## src/pktq_buf_pkg.sv

```systemverilog
`default_nettype none

package pktq_buf_pkg;

    // ------------------------------
    // Buffer memory geometry
    // ------------------------------
    localparam int PTR_WIDTH    = 4;
    localparam int OFFSET_WIDTH = 6;

    // RAM word, same as the stream data word
    localparam int WORD_WIDTH   = 32;

    typedef logic [PTR_WIDTH-1:0]    buf_ptr_t;
    typedef logic [OFFSET_WIDTH-1:0] buf_offset_t;

    // Word address, buffer number in the upper bits
    typedef struct packed {
        buf_ptr_t    ptr;
        buf_offset_t offset;
    } buf_addr_t;

    typedef struct packed {
        logic                  wr_en;
        buf_addr_t             addr;
        logic [WORD_WIDTH-1:0] data;
    } mem_wr_t;

endpackage

`default_nettype wire
```

## src/pktq_pkg.sv

```systemverilog
`default_nettype none

package pktq_pkg;

    // ------------------------------
    // Stream widths
    // ------------------------------
    localparam int DATA_WIDTH = pktq_buf_pkg::WORD_WIDTH;
    localparam int META_WIDTH = 8;

    // Up to 64 words in a packet
    localparam int LEN_WIDTH  = 7;

    typedef logic [DATA_WIDTH-1:0] data_t;
    typedef logic [META_WIDTH-1:0] meta_t;
    typedef logic [LEN_WIDTH-1:0]  pkt_len_t;

    // ------------------------------
    // Stream beat
    // ------------------------------
    typedef struct packed {
        data_t data;
        meta_t meta;
        logic  eop;
        // Only meaningful together with eop
        logic  err;
    } pkt_beat_t;

    // ------------------------------
    // Completed packet descriptor
    // ------------------------------
    typedef struct packed {
        pktq_buf_pkg::buf_ptr_t buf_ptr;
        pkt_len_t               len;
        meta_t                  meta;
    } pkt_desc_t;

endpackage

`default_nettype wire

```

## src/packet_scatter.sv

```systemverilog
`timescale 1ns/1ps
`default_nettype none

module packet_scatter import pktq_pkg::*, pktq_buf_pkg::*; #(
    parameter int BUFFER_WORDS  = 64,
    parameter int MIN_PKT_WORDS = 1,
    parameter bit DROP_ERRORED  = 1'b1
) (
    input  wire            clk,
    input  wire            rst_n,
    input  wire pkt_beat_t in_beat,
    input  wire            in_valid,
    input  wire            avail,
    input  wire buf_ptr_t  head_ptr,
    input  wire            init_done,
    output logic           in_rdy,
    output logic           alloc_take,
    output mem_wr_t        mem_wr,
    output logic           desc_push,
    output pkt_desc_t      desc_in
);

    logic     have_buf;
    buf_ptr_t cur_ptr;
    buf_ptr_t wr_ptr;
    pkt_len_t word_cnt;
    pkt_len_t pkt_len;
    // Buffer is full, later words of this packet are discarded
    logic     ovf;
    logic     beat_fire;
    logic     eop_fire;
    logic     drop;

    // Without a held buffer the head of the free list is used directly
    assign wr_ptr     = have_buf ? cur_ptr : head_ptr;
    assign alloc_take = !have_buf && avail;
    assign in_rdy     = init_done && (have_buf || avail);
    assign beat_fire  = in_valid && in_rdy;
    assign eop_fire   = beat_fire && in_beat.eop;
    assign pkt_len    = word_cnt + 1'b1;

    // ------------------------------
    // Keep or drop at eop
    // ------------------------------
    assign drop = (DROP_ERRORED && in_beat.err)
               || (int'(pkt_len) < MIN_PKT_WORDS)
               || ovf;

    always_comb begin
        mem_wr.wr_en       = beat_fire && !ovf;
        mem_wr.addr.ptr    = wr_ptr;
        mem_wr.addr.offset = buf_offset_t'(word_cnt);
        mem_wr.data        = in_beat.data;
    end

    always_ff @(posedge clk) begin
        if (!rst_n) begin
            have_buf  <= 1'b0;
            word_cnt  <= '0;
            ovf       <= 1'b0;
            desc_push <= 1'b0;
        end else begin
            desc_push <= 1'b0;
            if (alloc_take) begin
                have_buf <= 1'b1;
            end
            if (eop_fire) begin
                word_cnt <= '0;
                ovf      <= 1'b0;
                // A dropped packet leaves its buffer for the next one
                if (!drop) begin
                    have_buf  <= 1'b0;
                    desc_push <= 1'b1;
                end
            end else if (beat_fire && !ovf) begin
                word_cnt <= pkt_len;
                if (word_cnt == pkt_len_t'(BUFFER_WORDS - 1)) begin
                    ovf <= 1'b1;
                end
            end
        end
    end

    always_ff @(posedge clk) begin
        if (alloc_take) begin
            cur_ptr <= head_ptr;
        end
        if (eop_fire) begin
            desc_in.buf_ptr <= wr_ptr;
            desc_in.len     <= pkt_len;
            desc_in.meta    <= in_beat.meta;
        end
    end

endmodule

`default_nettype wire

```

## config.mk

```make
export PLATFORM = sky130hd
export DESIGN_NAME = packet_scatter
export DESIGN_NICKNAME = d
export VERILOG_FILES = /design/src/pktq_buf_pkg.sv /design/src/pktq_pkg.sv /design/src/packet_scatter.sv
export SDC_FILE = /design/constraint.sdc
export NUM_CORES = 1
export LEC_CHECK = 0
export ABC_AREA = 1
export BUFFER_PORTS_ARGS = -buffer_cell sky130_fd_sc_hd__buf_4
export CORE_MARGIN = 5
export CORE_UTILIZATION = 44
export CTS_CLUSTER_DIAMETER = 120
export DETAILED_ROUTE_END_ITERATION = 6
export GPL_TIMING_DRIVEN = 0
export PLACE_DENSITY = 0.86
export SYNTH_ARGS = -nofsm -noshare
export SYNTH_HDL_FRONTEND = slang
export SYNTH_SLANG_ARGS = --single-unit
```

## constraint.sdc

```tcl
create_clock -name clk -period 2.84 [get_ports clk]
set_clock_uncertainty 0.2 [all_clocks]
set_input_delay 0.142 -clock clk [delete_from_list [all_inputs] [get_ports clk]]
set_output_delay 0.142 -clock clk [all_outputs]
set_load 0.1 [all_outputs]
```

Word level (Yosys, flattened, before mapping)
Cells that the tools add are included.
{"block": "classes", "magnitude_cmp": 1, "muxes": 5, "reduce_logical": 13, "n_bitwise": 1, "n_eq_ne": 1, "n_addsub": 1}
{"op": "7-bit by 1-bit adder with 7-bit output, second input constant", "n": 1}
{"op": "7-bit by 6-bit equality test with 1-bit output, second input constant", "n": 1}
{"op": "7-bit by 1-bit less-than comparator with 1-bit output, second input constant", "n": 1}
{"op": "1-bit logical AND", "n": 5}
{"op": "1-bit 2-to-1 mux", "n": 4}
{"op": "4-bit 2-to-1 mux", "n": 1}
{"op": "2-bit AND reduction", "n": 2}
{"op": "1-bit logical OR", "n": 3}
{"op": "1-bit logical NOT", "n": 2}
{"op": "2-bit OR reduction", "n": 1}
{"op": "1-bit NOT", "n": 1}
{"block": "totals", "inputBits": 51, "out_inout_bits": 65, "wordCells": 30, "regBits": 33}

Depth between registers and ports, before layout
Gate-level depths: netlist of run 1.
{"block": "depth", "word_depth": 6, "depth_mapped": 10, "ltp_nobuf": 10}

Least setup slack after synthesis of run 1
No wires, ideal clock.
{"block": "synth_timing", "path_type": "reg2reg", "start": "reg have_buf", "end": "reg cur_ptr[0], enable pin", "synth_period_minus_slack_ns": 2.489, "path_stages_with_launch": 3, "path_buffers": 1, "arrival_ns": 1.864, "setup_slack_ns": 0.351, "setup_ns": 0.424, "cell_sequence": "dfxtp_1 > buf_4 > nor2_1"}
{"block": "synth_via", "elab_chain_cells": 2}
{"element": "start: declaration", "line": "packet_scatter.sv:23", "source": "logic have_buf;"}
{"element": "start signal: assignment", "line": "packet_scatter.sv:58", "source": "have_buf <= 1'b0;"}
{"element": "start signal: assignment", "line": "packet_scatter.sv:65", "source": "have_buf <= 1'b1;"}
{"element": "start signal: assignment", "line": "packet_scatter.sv:72", "source": "have_buf <= 1'b0;"}
{"element": "1-bit logical NOT", "line": "packet_scatter.sv:36", "source": "assign alloc_take = !have_buf && avail;"}
{"element": "1-bit logical AND", "line": "packet_scatter.sv:36"}
{"element": "net alloc_take", "line": "packet_scatter.sv:17", "source": "output logic alloc_take,"}
{"element": "end signal: assignment", "line": "packet_scatter.sv:86", "source": "cur_ptr <= head_ptr;"}
{"element": "end: declaration", "line": "packet_scatter.sv:24", "source": "buf_ptr_t cur_ptr;"}
The timed path passes the listed nets, and every way through them passes these cells.
A chain may end at the register's enable or synchronous reset.

Worst setup path in the final report of run 1
{"block": "layout_timing", "start": "reg word_cnt[0]", "end": "reg have_buf"}
{"block": "layout_via", "elab_chain_cells": 6}
{"element": "start: declaration", "line": "packet_scatter.sv:26", "source": "pkt_len_t word_cnt;"}
{"element": "start signal: assignment", "line": "packet_scatter.sv:76", "source": "word_cnt <= pkt_len;"}
{"element": "7-bit by 1-bit adder with 7-bit output", "line": "packet_scatter.sv:40", "source": "assign pkt_len = word_cnt + 1'b1;"}
{"element": "net pkt_len[2]", "line": "packet_scatter.sv:27", "source": "pkt_len_t pkt_len;"}
{"element": "7-bit by 1-bit less-than comparator with 1-bit output", "line": "packet_scatter.sv:46", "source": "|| (int'(pkt_len) < MIN_PKT_WORDS)"}
{"element": "1-bit logical OR", "line": "packet_scatter.sv:46"}
{"element": "1-bit logical OR", "line": "packet_scatter.sv:47", "source": "|| ovf;"}
{"element": "1-bit 2-to-1 mux", "line": "packet_scatter.sv:71", "source": "if (!drop) begin"}
{"element": "1-bit 2-to-1 mux", "line": "packet_scatter.sv:67", "source": "if (eop_fire) begin"}
The timed path passes the listed nets, and every way through them passes these cells.

==> metrics.yaml, run 1 <==
status: "finished clean"
max_freq_mhz: 401
crit_fanout: 6
irDropWorstVdd_mv: 0.241
final_hold_viol_count: 0
clkSinkCount: 33
post_cts_buffers: 0
dr_total_vias: 1428
viasPerCell: 4.67
total_power_w: 0.00136
slew_violations: 0
syn2layout_area_growth_pct: 57.4
numPortBuffers: 83
cts_tree: "yes"
drt_iter0_markers: 74
ios: 116
dp_slack_ns: 0.898
core_um2: 3610
worst_r2r_startpoint: "word_cnt[0]"
synth_cell_types: 20
drc: 0
grtUsageTotal: 0.180
die_y_um: 70.6
cts_buffers: 5
grt_overflow: 0
ctsResizeCount: 0
setup_viol: 0
holdPathStages: 4
cellPowerDensity_nw_per_um2: 536
netlist_area_um2: 1610
min_to: "word_cnt[5]"
hp-start: "in_beat[1]"
diodes: 0
start_util: 0.448
critPathLaunchType: "flip-flop"
worstRegToRegCells: 10
rows: 22
grt_pass1_vias: 1495
cp.arrival_ns: 2.52
p_leak_nw: 1.18
grt_pass1_wl_um: 7070
setup_ws_ns: 0.346
timing.slew.headroom: 0.539
synth_warnings: 0
min_period_ns: 2.49
placedInstanceArea_um2: 2300
dieArea_um2: 4980
required_ns: 2.87
finalCritPeriodShare: 0.878
avgSynthCellArea_um2: 10.7
ant_nets: 0
nNetsFinal: 309
final_common_cell: "buf_4"
final_area_um2: 2540
crit_type: "reg2reg"
grt_max_degree: 20
clkSlewWorstSetupHoldPaths_ns: 0.07
wl_per_cell_um: 15.2
setup_tns_ns: 0
crit_start: "word_cnt[0]"
hpwl_um: 3010
die_w_um: 70.6
drt-pass1-iter-count: 4
cts-root-buf: "clkbuf_8"
hold_ws_ns: 0.0589
tightest_slew_ns: 0.691
h-tree-depth: 2
final_cell_mix: "122 x buf_4, 23 x edfxtp_1, 22 x nand2_1"
gp_congestion: 0.744
drive_above_1_share: 0.558
num-fill-cells: 227
rsz0062_at_grt: "false"
r2r-end: "have_buf"
clk_path_buf_depth: 2
reg2reg_slack_ns: 0.35
drv_cap: 0
hold_path.class: "in2reg"
synthCells: 151
synth_nets: 203
insertion_delay_ns: 0.28
antenna_found_initial: 0
synth_seq_cells: 33
wirelength_um: 4650
endpoint_kind: "flip-flop"
synth_seq_area_share: 0.552
[worst max-delay path, cell delays in order, from the launching register on]
cell and delay [ns]:
dfxtp_1 0.46, ha_1 0.28, inv_1 0.06, nand2_1 0.05
nand2_1 0.09, nor2_1 0.13, nand3_1 0.12, nor2_1 0.16
nand2_1 0.12, a21oi_1 0.19, dlygate4sd3_1 0.57
[through the flow]
step	std cells	utilization
after global routing	306	0.704
after CTS	306	0.704
after detailed placement	282	0.637
after global placement	282	0.637
after floorplan	151	-
final	306	0.704
[synth_stat cells]
cell | count | area (um2)
buf_4 | 39 | 293
edfxtp_1 | 23 | 691
nand2_1 | 22 | 82.6
inv_1 | 14 | 52.6
dfxtp_1 | 10 | 200
a21oi_1 | 9 | 45.0
nor2_1 | 7 | 26.3
mux2_2 | 4 | 45.0
nand2_2 | 4 | 25.0
nand3_1 | 4 | 20.0
o21ai_1 | 3 | 15.0
nor2_4 | 2 | 22.5
nor3_4 | 2 | 32.5
o21ai_0 | 2 | 10.0
clkinv_2 | 1 | 5.00
ha_1 | 1 | 12.5
nand4_1 | 1 | 6.26
nor2_2 | 1 | 6.26
o21bai_1 | 1 | 7.51
xor2_2 | 1 | 16.3
[metal layers]
metal	global-route usage	up-vias	share of wire
li1	-	666	-
met1	0.209	642	0.36
met2	0.323	114	0.51
met3	0.0455	6	0.11
met4	0.0626	0	0.014
met5	0	-	0
[power breakdown]
part	switching (W)	internal (W)
combinational	0.000364	0.000125
clock	0.000164	0.000170
sequential	0.00000796	0.000530
[area by class of cell]
cell class                 count  area [um2]  share of cell area
clock inverter                 2        10.0             0.00394
inverter                      15        57.6              0.0227
buffer                        39         293               0.115
tap                           48        60.1              0.0236
timing repair buffer          99         783               0.308
sequential                    33         891               0.351
multi-input combinational     64         373               0.147
clock buffer                   6        72.6              0.0286
[cell families after synthesis]
group,count (synthesis),synth area share
buffers and inverters,54,0.217
AND/OR/NAND/NOR,43,0.137
flip-flops,33,0.552
AO/OA/AOI/OAI,15,0.0481
multiplexers,4,0.0279
XOR/XNOR,1,0.0101
adder cells (fa/ha/maj),1,0.00775
[flip-flops by register name, indices dropped and copies added (netlist names)]
signal and count:
cur_ptr 4, desc_in 19, desc_push 1, have_buf 1, ovf 1, word_cnt 7
[what timing repair did]
| item | 4_1_cts | 5_1_grt |
|---|---|---|
| hold buffers | 16 | 0 |
| hold endpoints to repair | 17 | 0 |
| endpoints found under the setup margin | 0 | 0 |
[how the worst max path moves through the flow]
stage	cells after the start	to	slack (ns)
detailed placement	5	desc_in[9]	0.90
CTS	11	desc_push	0.59
finish	10	have_buf	0.35
global placement	5	desc_in[1]	0.91
global route	10	have_buf	0.22
floorplan	2	cur_ptr[0]	0.35
Note: power is estimated with default switching activity, not from simulation.
==> run 2: changes to the inputs <==
==> constraint.sdc (replaced) <==
create_clock -name clk -period 2.84 [get_ports clk]
set_clock_uncertainty 0.2 [all_clocks]
set_input_delay 0.568 -clock clk [delete_from_list [all_inputs] [get_ports clk]]
set_output_delay 0.568 -clock clk [all_outputs]
set_load 0.1 [all_outputs]
==> metrics.yaml, run 2 (synthesized netlist as in run 1, its figures left out) <==
grt_pass1_vias: 1299  # -13%
slowest_stage: "dfxtp_1"
reg_top3: "desc_in x19, word_cnt x7, cur_ptr x4"
cp_cell_sequence: "buf_4 > nor2_4 > nor3_4 > nand2_2 > clkinv_2 > buf_4"
drc: 0  # unchanged
syn2layout_area_growth_pct: 47.4
grt_max_degree: 20  # unchanged
final_cell_mix: "122 x buf_4, 23 x edfxtp_1, 22 x nand2_1"
ios: 116  # unchanged
drt-pass1-iter-count: 4  # unchanged
regMostFlops: "desc_in"
start_util: 0.448  # unchanged
clk_path_buf_depth: 2  # unchanged
cp.arrival_ns: 1.60  # -0.92 ns
p_leak_nw: 1.11  # -6.0%
cts-hold-fix-buffers: 0  # -16
dr_total_vias: 1278  # -11%
drv_cap: 0  # unchanged
final_common_cell: "buf_4"
die_y_um: 70.6  # unchanged
viasPerCell: 4.41  # -5.6%
rsz0062_at_grt: "false"
h-tree-depth: 2  # unchanged
nNetsFinal: 293  # -5.2%
drt_iter0_markers: 71  # -4.1%
ctsResizeCount: 0  # unchanged
dp_slack_ns: 0.509  # -0.390 ns
post_cts_buffers: 0  # unchanged
antenna_found_initial: 0  # unchanged
largest_reg_flops: 19  # unchanged
finalCritPeriodShare: 0.833  # -0.0448
wl_per_cell_um: 12.6  # -17%
status: "finished clean"
ant_nets: 0  # unchanged
grt_overflow: 0  # unchanged
insertion_delay_ns: 0.28  # about the same
crit_type: "reg2out"
cp_slowest_stage_delay_ns: 0.31  # -0.26 ns
critPathLaunchType: "flip-flop"
rows: 22  # unchanged
tightest_slew_ns: 0.676  # -0.0148 ns
slew_violations: 0  # unchanged
cts_buffers: 5  # unchanged
endpoint_kind: "primary output"
final_hold_viol_count: 0  # unchanged
cts_tree: "yes"
crit_fanout: 9  # +3
timing.slew.headroom: 0.549  # +0.00985
die_w_um: 70.6  # unchanged
clkSinkCount: 33  # unchanged
dieArea_um2: 4980  # unchanged
hpwl_um: 3010  # unchanged
required_ns: 2.07  # -0.80 ns
setup_ws_ns: 0.473  # +0.127 ns
min_period_ns: 2.37  # -0.127 ns
core_um2: 3610  # unchanged
numPortBuffers: 83  # unchanged
cellPowerDensity_nw_per_um2: 558  # +4.2%
cp_common_cell: "buf_4"
path_buf_inv: 3  # +1
cts-root-buf: "clkbuf_8"
hold_path.class: "in2reg"
clkSlewWorstSetupHoldPaths_ns: 0.07  # about the same
setup_viol: 0  # unchanged
grt_pass1_wl_um: 5720  # -19%
setup_tns_ns: 0  # unchanged
gp_congestion: 0.744  # unchanged
max_freq_mhz: 423  # +5.4%
grtUsageTotal: 0.144  # -0.0362
drive_above_1_share: 0.595  # +0.0369
critPathTopFamily: "buffers and inverters"
wirelength_um: 3660  # -21%
irDropWorstVdd_mv: 0.241  # +0.17%
diodes: 0  # unchanged
[run 2: report_power, final]
part           leakage [nW]  total [W]  switching (W)  internal, W
clock network        0.0450   0.000327       0.000157     0.000169
logic                 0.771   0.000466       0.000355     0.000111
registers             0.298   0.000537     0.00000666     0.000530
[run 2: stage by stage]
stage | instances | power (W) | hold WS (ns) | cell area (um2) | utilization
after global routing | 290 | 0.00137 | 0.254 | 2380 | 0.660
after CTS | 290 | 0.00133 | 0.259 | 2380 | 0.660
after global placement | 282 | 0.00101 | 0.269 | 2300 | 0.637
final | 290 | 0.00133 | 0.260 | 2380 | 0.660
after floorplan | 151 | 0.000921 | 0.259 | 1610 | -
after detailed placement | 282 | 0.00101 | 0.294 | 2300 | 0.637
[run 2: path summary, 6_finish.rpt]
path                from     endpoint  slack [ns]  cells past startpoint
max             have_buf   mem_wr[42]        0.47                      6
min           in_beat[9]   desc_in[7]        0.26                      1
max reg2reg     have_buf   desc_in[5]        0.93                      5
min reg2reg  word_cnt[6]  word_cnt[6]        0.30                      2
[run 2: metal layers]
layer | track usage | vias up | part of all wire
met1 | 0.172 | 555 | 0.35
met5 | 0 | - | 0
met3 | 0.0511 | 4 | 0.13
met2 | 0.242 | 85 | 0.51
met4 | 0.0501 | 0 | 0.0082
li1 | - | 634 | -
[run 2: layout make-up]
cell class / instances / area, um2
clock buffer: 6 / 72.6
inverter: 15 / 57.6
timing repair buffer: 83 / 623
fill: 288 / 1230
buffer: 39 / 293
sequential: 33 / 891
clock inverter: 2 / 10.0
tap: 48 / 60.1
multi-input combinational: 64 / 373
==> run 3: changes to the inputs <==
--- a/config.mk
+++ b/config.mk
@@ -5,14 +5,14 @@
 export SDC_FILE = /design/constraint.sdc
 export NUM_CORES = 1
 export LEC_CHECK = 0
-export ABC_AREA = 1
+export ABC_AREA = 0
 export BUFFER_PORTS_ARGS = -buffer_cell sky130_fd_sc_hd__buf_4
 export CORE_MARGIN = 5
-export CORE_UTILIZATION = 44
+export CORE_UTILIZATION = 37
 export CTS_CLUSTER_DIAMETER = 120
 export DETAILED_ROUTE_END_ITERATION = 6
 export GPL_TIMING_DRIVEN = 0
-export PLACE_DENSITY = 0.86
+export PLACE_DENSITY = 0.76
 export SYNTH_ARGS = -nofsm -noshare
 export SYNTH_HDL_FRONTEND = slang
 export SYNTH_SLANG_ARGS = --single-unit
==> constraint.sdc (replaced) <==
create_clock -name clk -period 2.1 [get_ports clk]
set_clock_uncertainty 0.2 [all_clocks]
set_input_delay 0.42 -clock clk [delete_from_list [all_inputs] [get_ports clk]]
set_output_delay 0.42 -clock clk [all_outputs]
set_load 0.1 [all_outputs]
==> metrics.yaml, run 3 <==
status: "finished clean"
drc: 0  # unchanged
insertion_delay_ns: 0.28  # about the same
grt_pass1_wl_um: 6330  # +11%
crit_type: "reg2out"
dieArea_um2: 5850  # +17%
grt_max_degree: 20  # unchanged
drt-pass1-iter-count: 4  # unchanged
regMostFlops: "desc_in"
cts_buffers: 5  # unchanged
synth_nets: 193  # -4.9%
grt_overflow: 0  # unchanged
synth_cell_types: 33  # +65%
wirelength_um: 3960  # +8.0%
synthCells: 141  # -6.6%
synth_area_leaders: "edfxtp_1 42%, buf_4 17%, dfxtp_1 12%"
reg_top3: "desc_in x19, word_cnt x7, cur_ptr x4"
cts_tree: "yes"
grtUsageTotal: 0.132  # -0.0123
final_common_cell: "buf_4"
p_leak_nw: 1.13  # +1.5%
finalCritPeriodShare: 0.978
slew_violations: 0  # unchanged
endpoint_kind: "primary output"
clk_path_buf_depth: 2  # unchanged
synth_warnings: 0  # unchanged
drive_above_1_share: 0.623  # +0.0278
setup_viol: 0  # unchanged
timing.slew.headroom: 0.583  # +0.0345
min_period_ns: 2.05
synth_seq_cells: 33  # unchanged
yosysMostFrequentCell: "buf_4"
crit_fanout: 8  # -1
tightest_slew_ns: 0.621  # -0.0551 ns
grt_pass1_vias: 1393  # +7.2%
drt_iter0_markers: 83  # +17%
irDropWorstVdd_mv: 0.335  # +39%
required_ns: 1.48  # -0.59 ns
gp_congestion: 0.863  # +16%
num-fill-cells: 382  # +33%
ios: 116  # unchanged
critPathLaunchType: "flip-flop"
max_freq_mhz: 487
final_hold_viol_count: 0  # unchanged
rows: 24  # +9.1%
wl_per_cell_um: 13.7  # +8.8%
rsz0062_at_grt: "false"
ys.flop_type: "edfxtp_1"
yosys.area.top_type_share: 0.423  # -0.00524
cts-root-buf: "clkbuf_8"
h-tree-depth: 2  # unchanged
final_cell_mix: "125 x buf_4, 23 x edfxtp_1, 11 x nor2_1"
ant_nets: 0  # unchanged
die_w_um: 76.5  # +8.3%
clkSlewWorstSetupHoldPaths_ns: 0.06  # about the same
hold_path.class: "in2reg"
start_util: 0.378  # -0.0697
hold_ws_ns: 0.118  # -0.143 ns
syn2layout_area_growth_pct: 53.7
synth_edf_count: 23  # unchanged
core_um2: 4320  # +20%
dr_total_vias: 1364  # +6.7%
nNetsFinal: 287  # -2.0%
viasPerCell: 4.74  # +7.5%
yosys.area.top_type: "edfxtp_1"
async_reset_ff_frac: 0  # unchanged
die_y_um: 76.5  # +8.3%
netlist_area_um2: 1630  # +1.2%
setup_ws_ns: 0.0457  # -0.428 ns
largest_reg_flops: 19  # unchanged
yosys-top-cells-count: "38 x buf_4, 23 x edfxtp_1, 13 x nor2_1"
drv_cap: 0  # unchanged
diodes: 0  # unchanged
hpwl_um: 3040  # +0.89%
avgSynthCellArea_um2: 11.6  # +8.4%
antenna_found_initial: 0  # unchanged
clkSinkCount: 33  # unchanged
numPortBuffers: 83  # unchanged
synth_seq_area_share: 0.545  # -0.00676
dp_slack_ns: -0.146  # -0.655 ns
cp.arrival_ns: 1.43  # -0.17 ns
cellPowerDensity_nw_per_um2: 758  # +36%
==> run 3: area by class of cell <==
class,count,area (um2),share of cell area
flip-flops and latches,33,893,0.356
well taps,52,65.1,0.0259
clock inverters,2,33.8,0.0135
multi-input cells,62,440,0.175
repair buffers,87,661,0.263
plain buffers,44,338,0.135
clock buffers,6,72.6,0.0289
inverters,2,7.51,0.00299
==> run 3: what timing repair did <==
| item | 4_1_cts | 5_1_grt |
|---|---|---|
| pin swaps | 1 | 1 |
| hold buffers | 0 | 0 |
| buffers inserted | 0 | 4 |
| endpoints found under the setup margin | 22 | 22 |
| resized for setup | 7 | 4 |
==> run 3: path summary, 6_finish.rpt <==
kind | startpoint | to | slack, ns | depth (start not counted)
worst min register to register | word_cnt[0] | desc_in[8] | 0.36 | 1
worst max-delay path | have_buf | mem_wr[42] | 0.05 | 5
worst max register to register | word_cnt[0] | desc_push | 0.10 | 5
worst min-delay path | in_beat[7] | desc_in[5] | 0.12 | 1
==> run 3: cells by family after synthesis <==
logic type      share of synthesized area
buf+inv                             0.204
xor+xnor                           0.0590
compound gates                     0.0513
mux                                0.0337
simple gates                       0.0995
fa+ha+maj                         0.00766
flops                               0.545
==> run 3: where the power goes <==
| part | total [W] | switching (W) | internal [W] |
|---|---|---|---|
| clock network | 0.000565 | 0.000215 | 0.000350 |
| logic | 0.000616 | 0.000462 | 0.000154 |
| registers | 0.000723 | 0.00000771 | 0.000715 |
==> run 3: worst max-delay path: stages (launching register included) <==
cell	delay, ns
dfxtp_1	0.30
buf_4	0.16
o211ai_1	0.26
clkbuf_8	0.22
nor2_4	0.05
buf_8	0.17
==> run 3: per-stage QoR <==
stage	cell area (um2)	utilization	std cells	power, W	TNS (ns)
floorplan	1650	-	141	0.00122	0
global placement	2330	0.540	276	0.00133	-2.39
detailed placement	2330	0.540	276	0.00134	-2.83
CTS	2460	0.570	284	0.00191	0
global route	2510	0.581	288	0.00198	0
finish	2510	0.581	288	0.00190	0
==> run 3: layer usage <==
layer  global-route usage  wire length (um)
met1                0.150              1530
met3               0.0508               473
met2                0.214              1850
met5                    0                 0
met4               0.0664                97
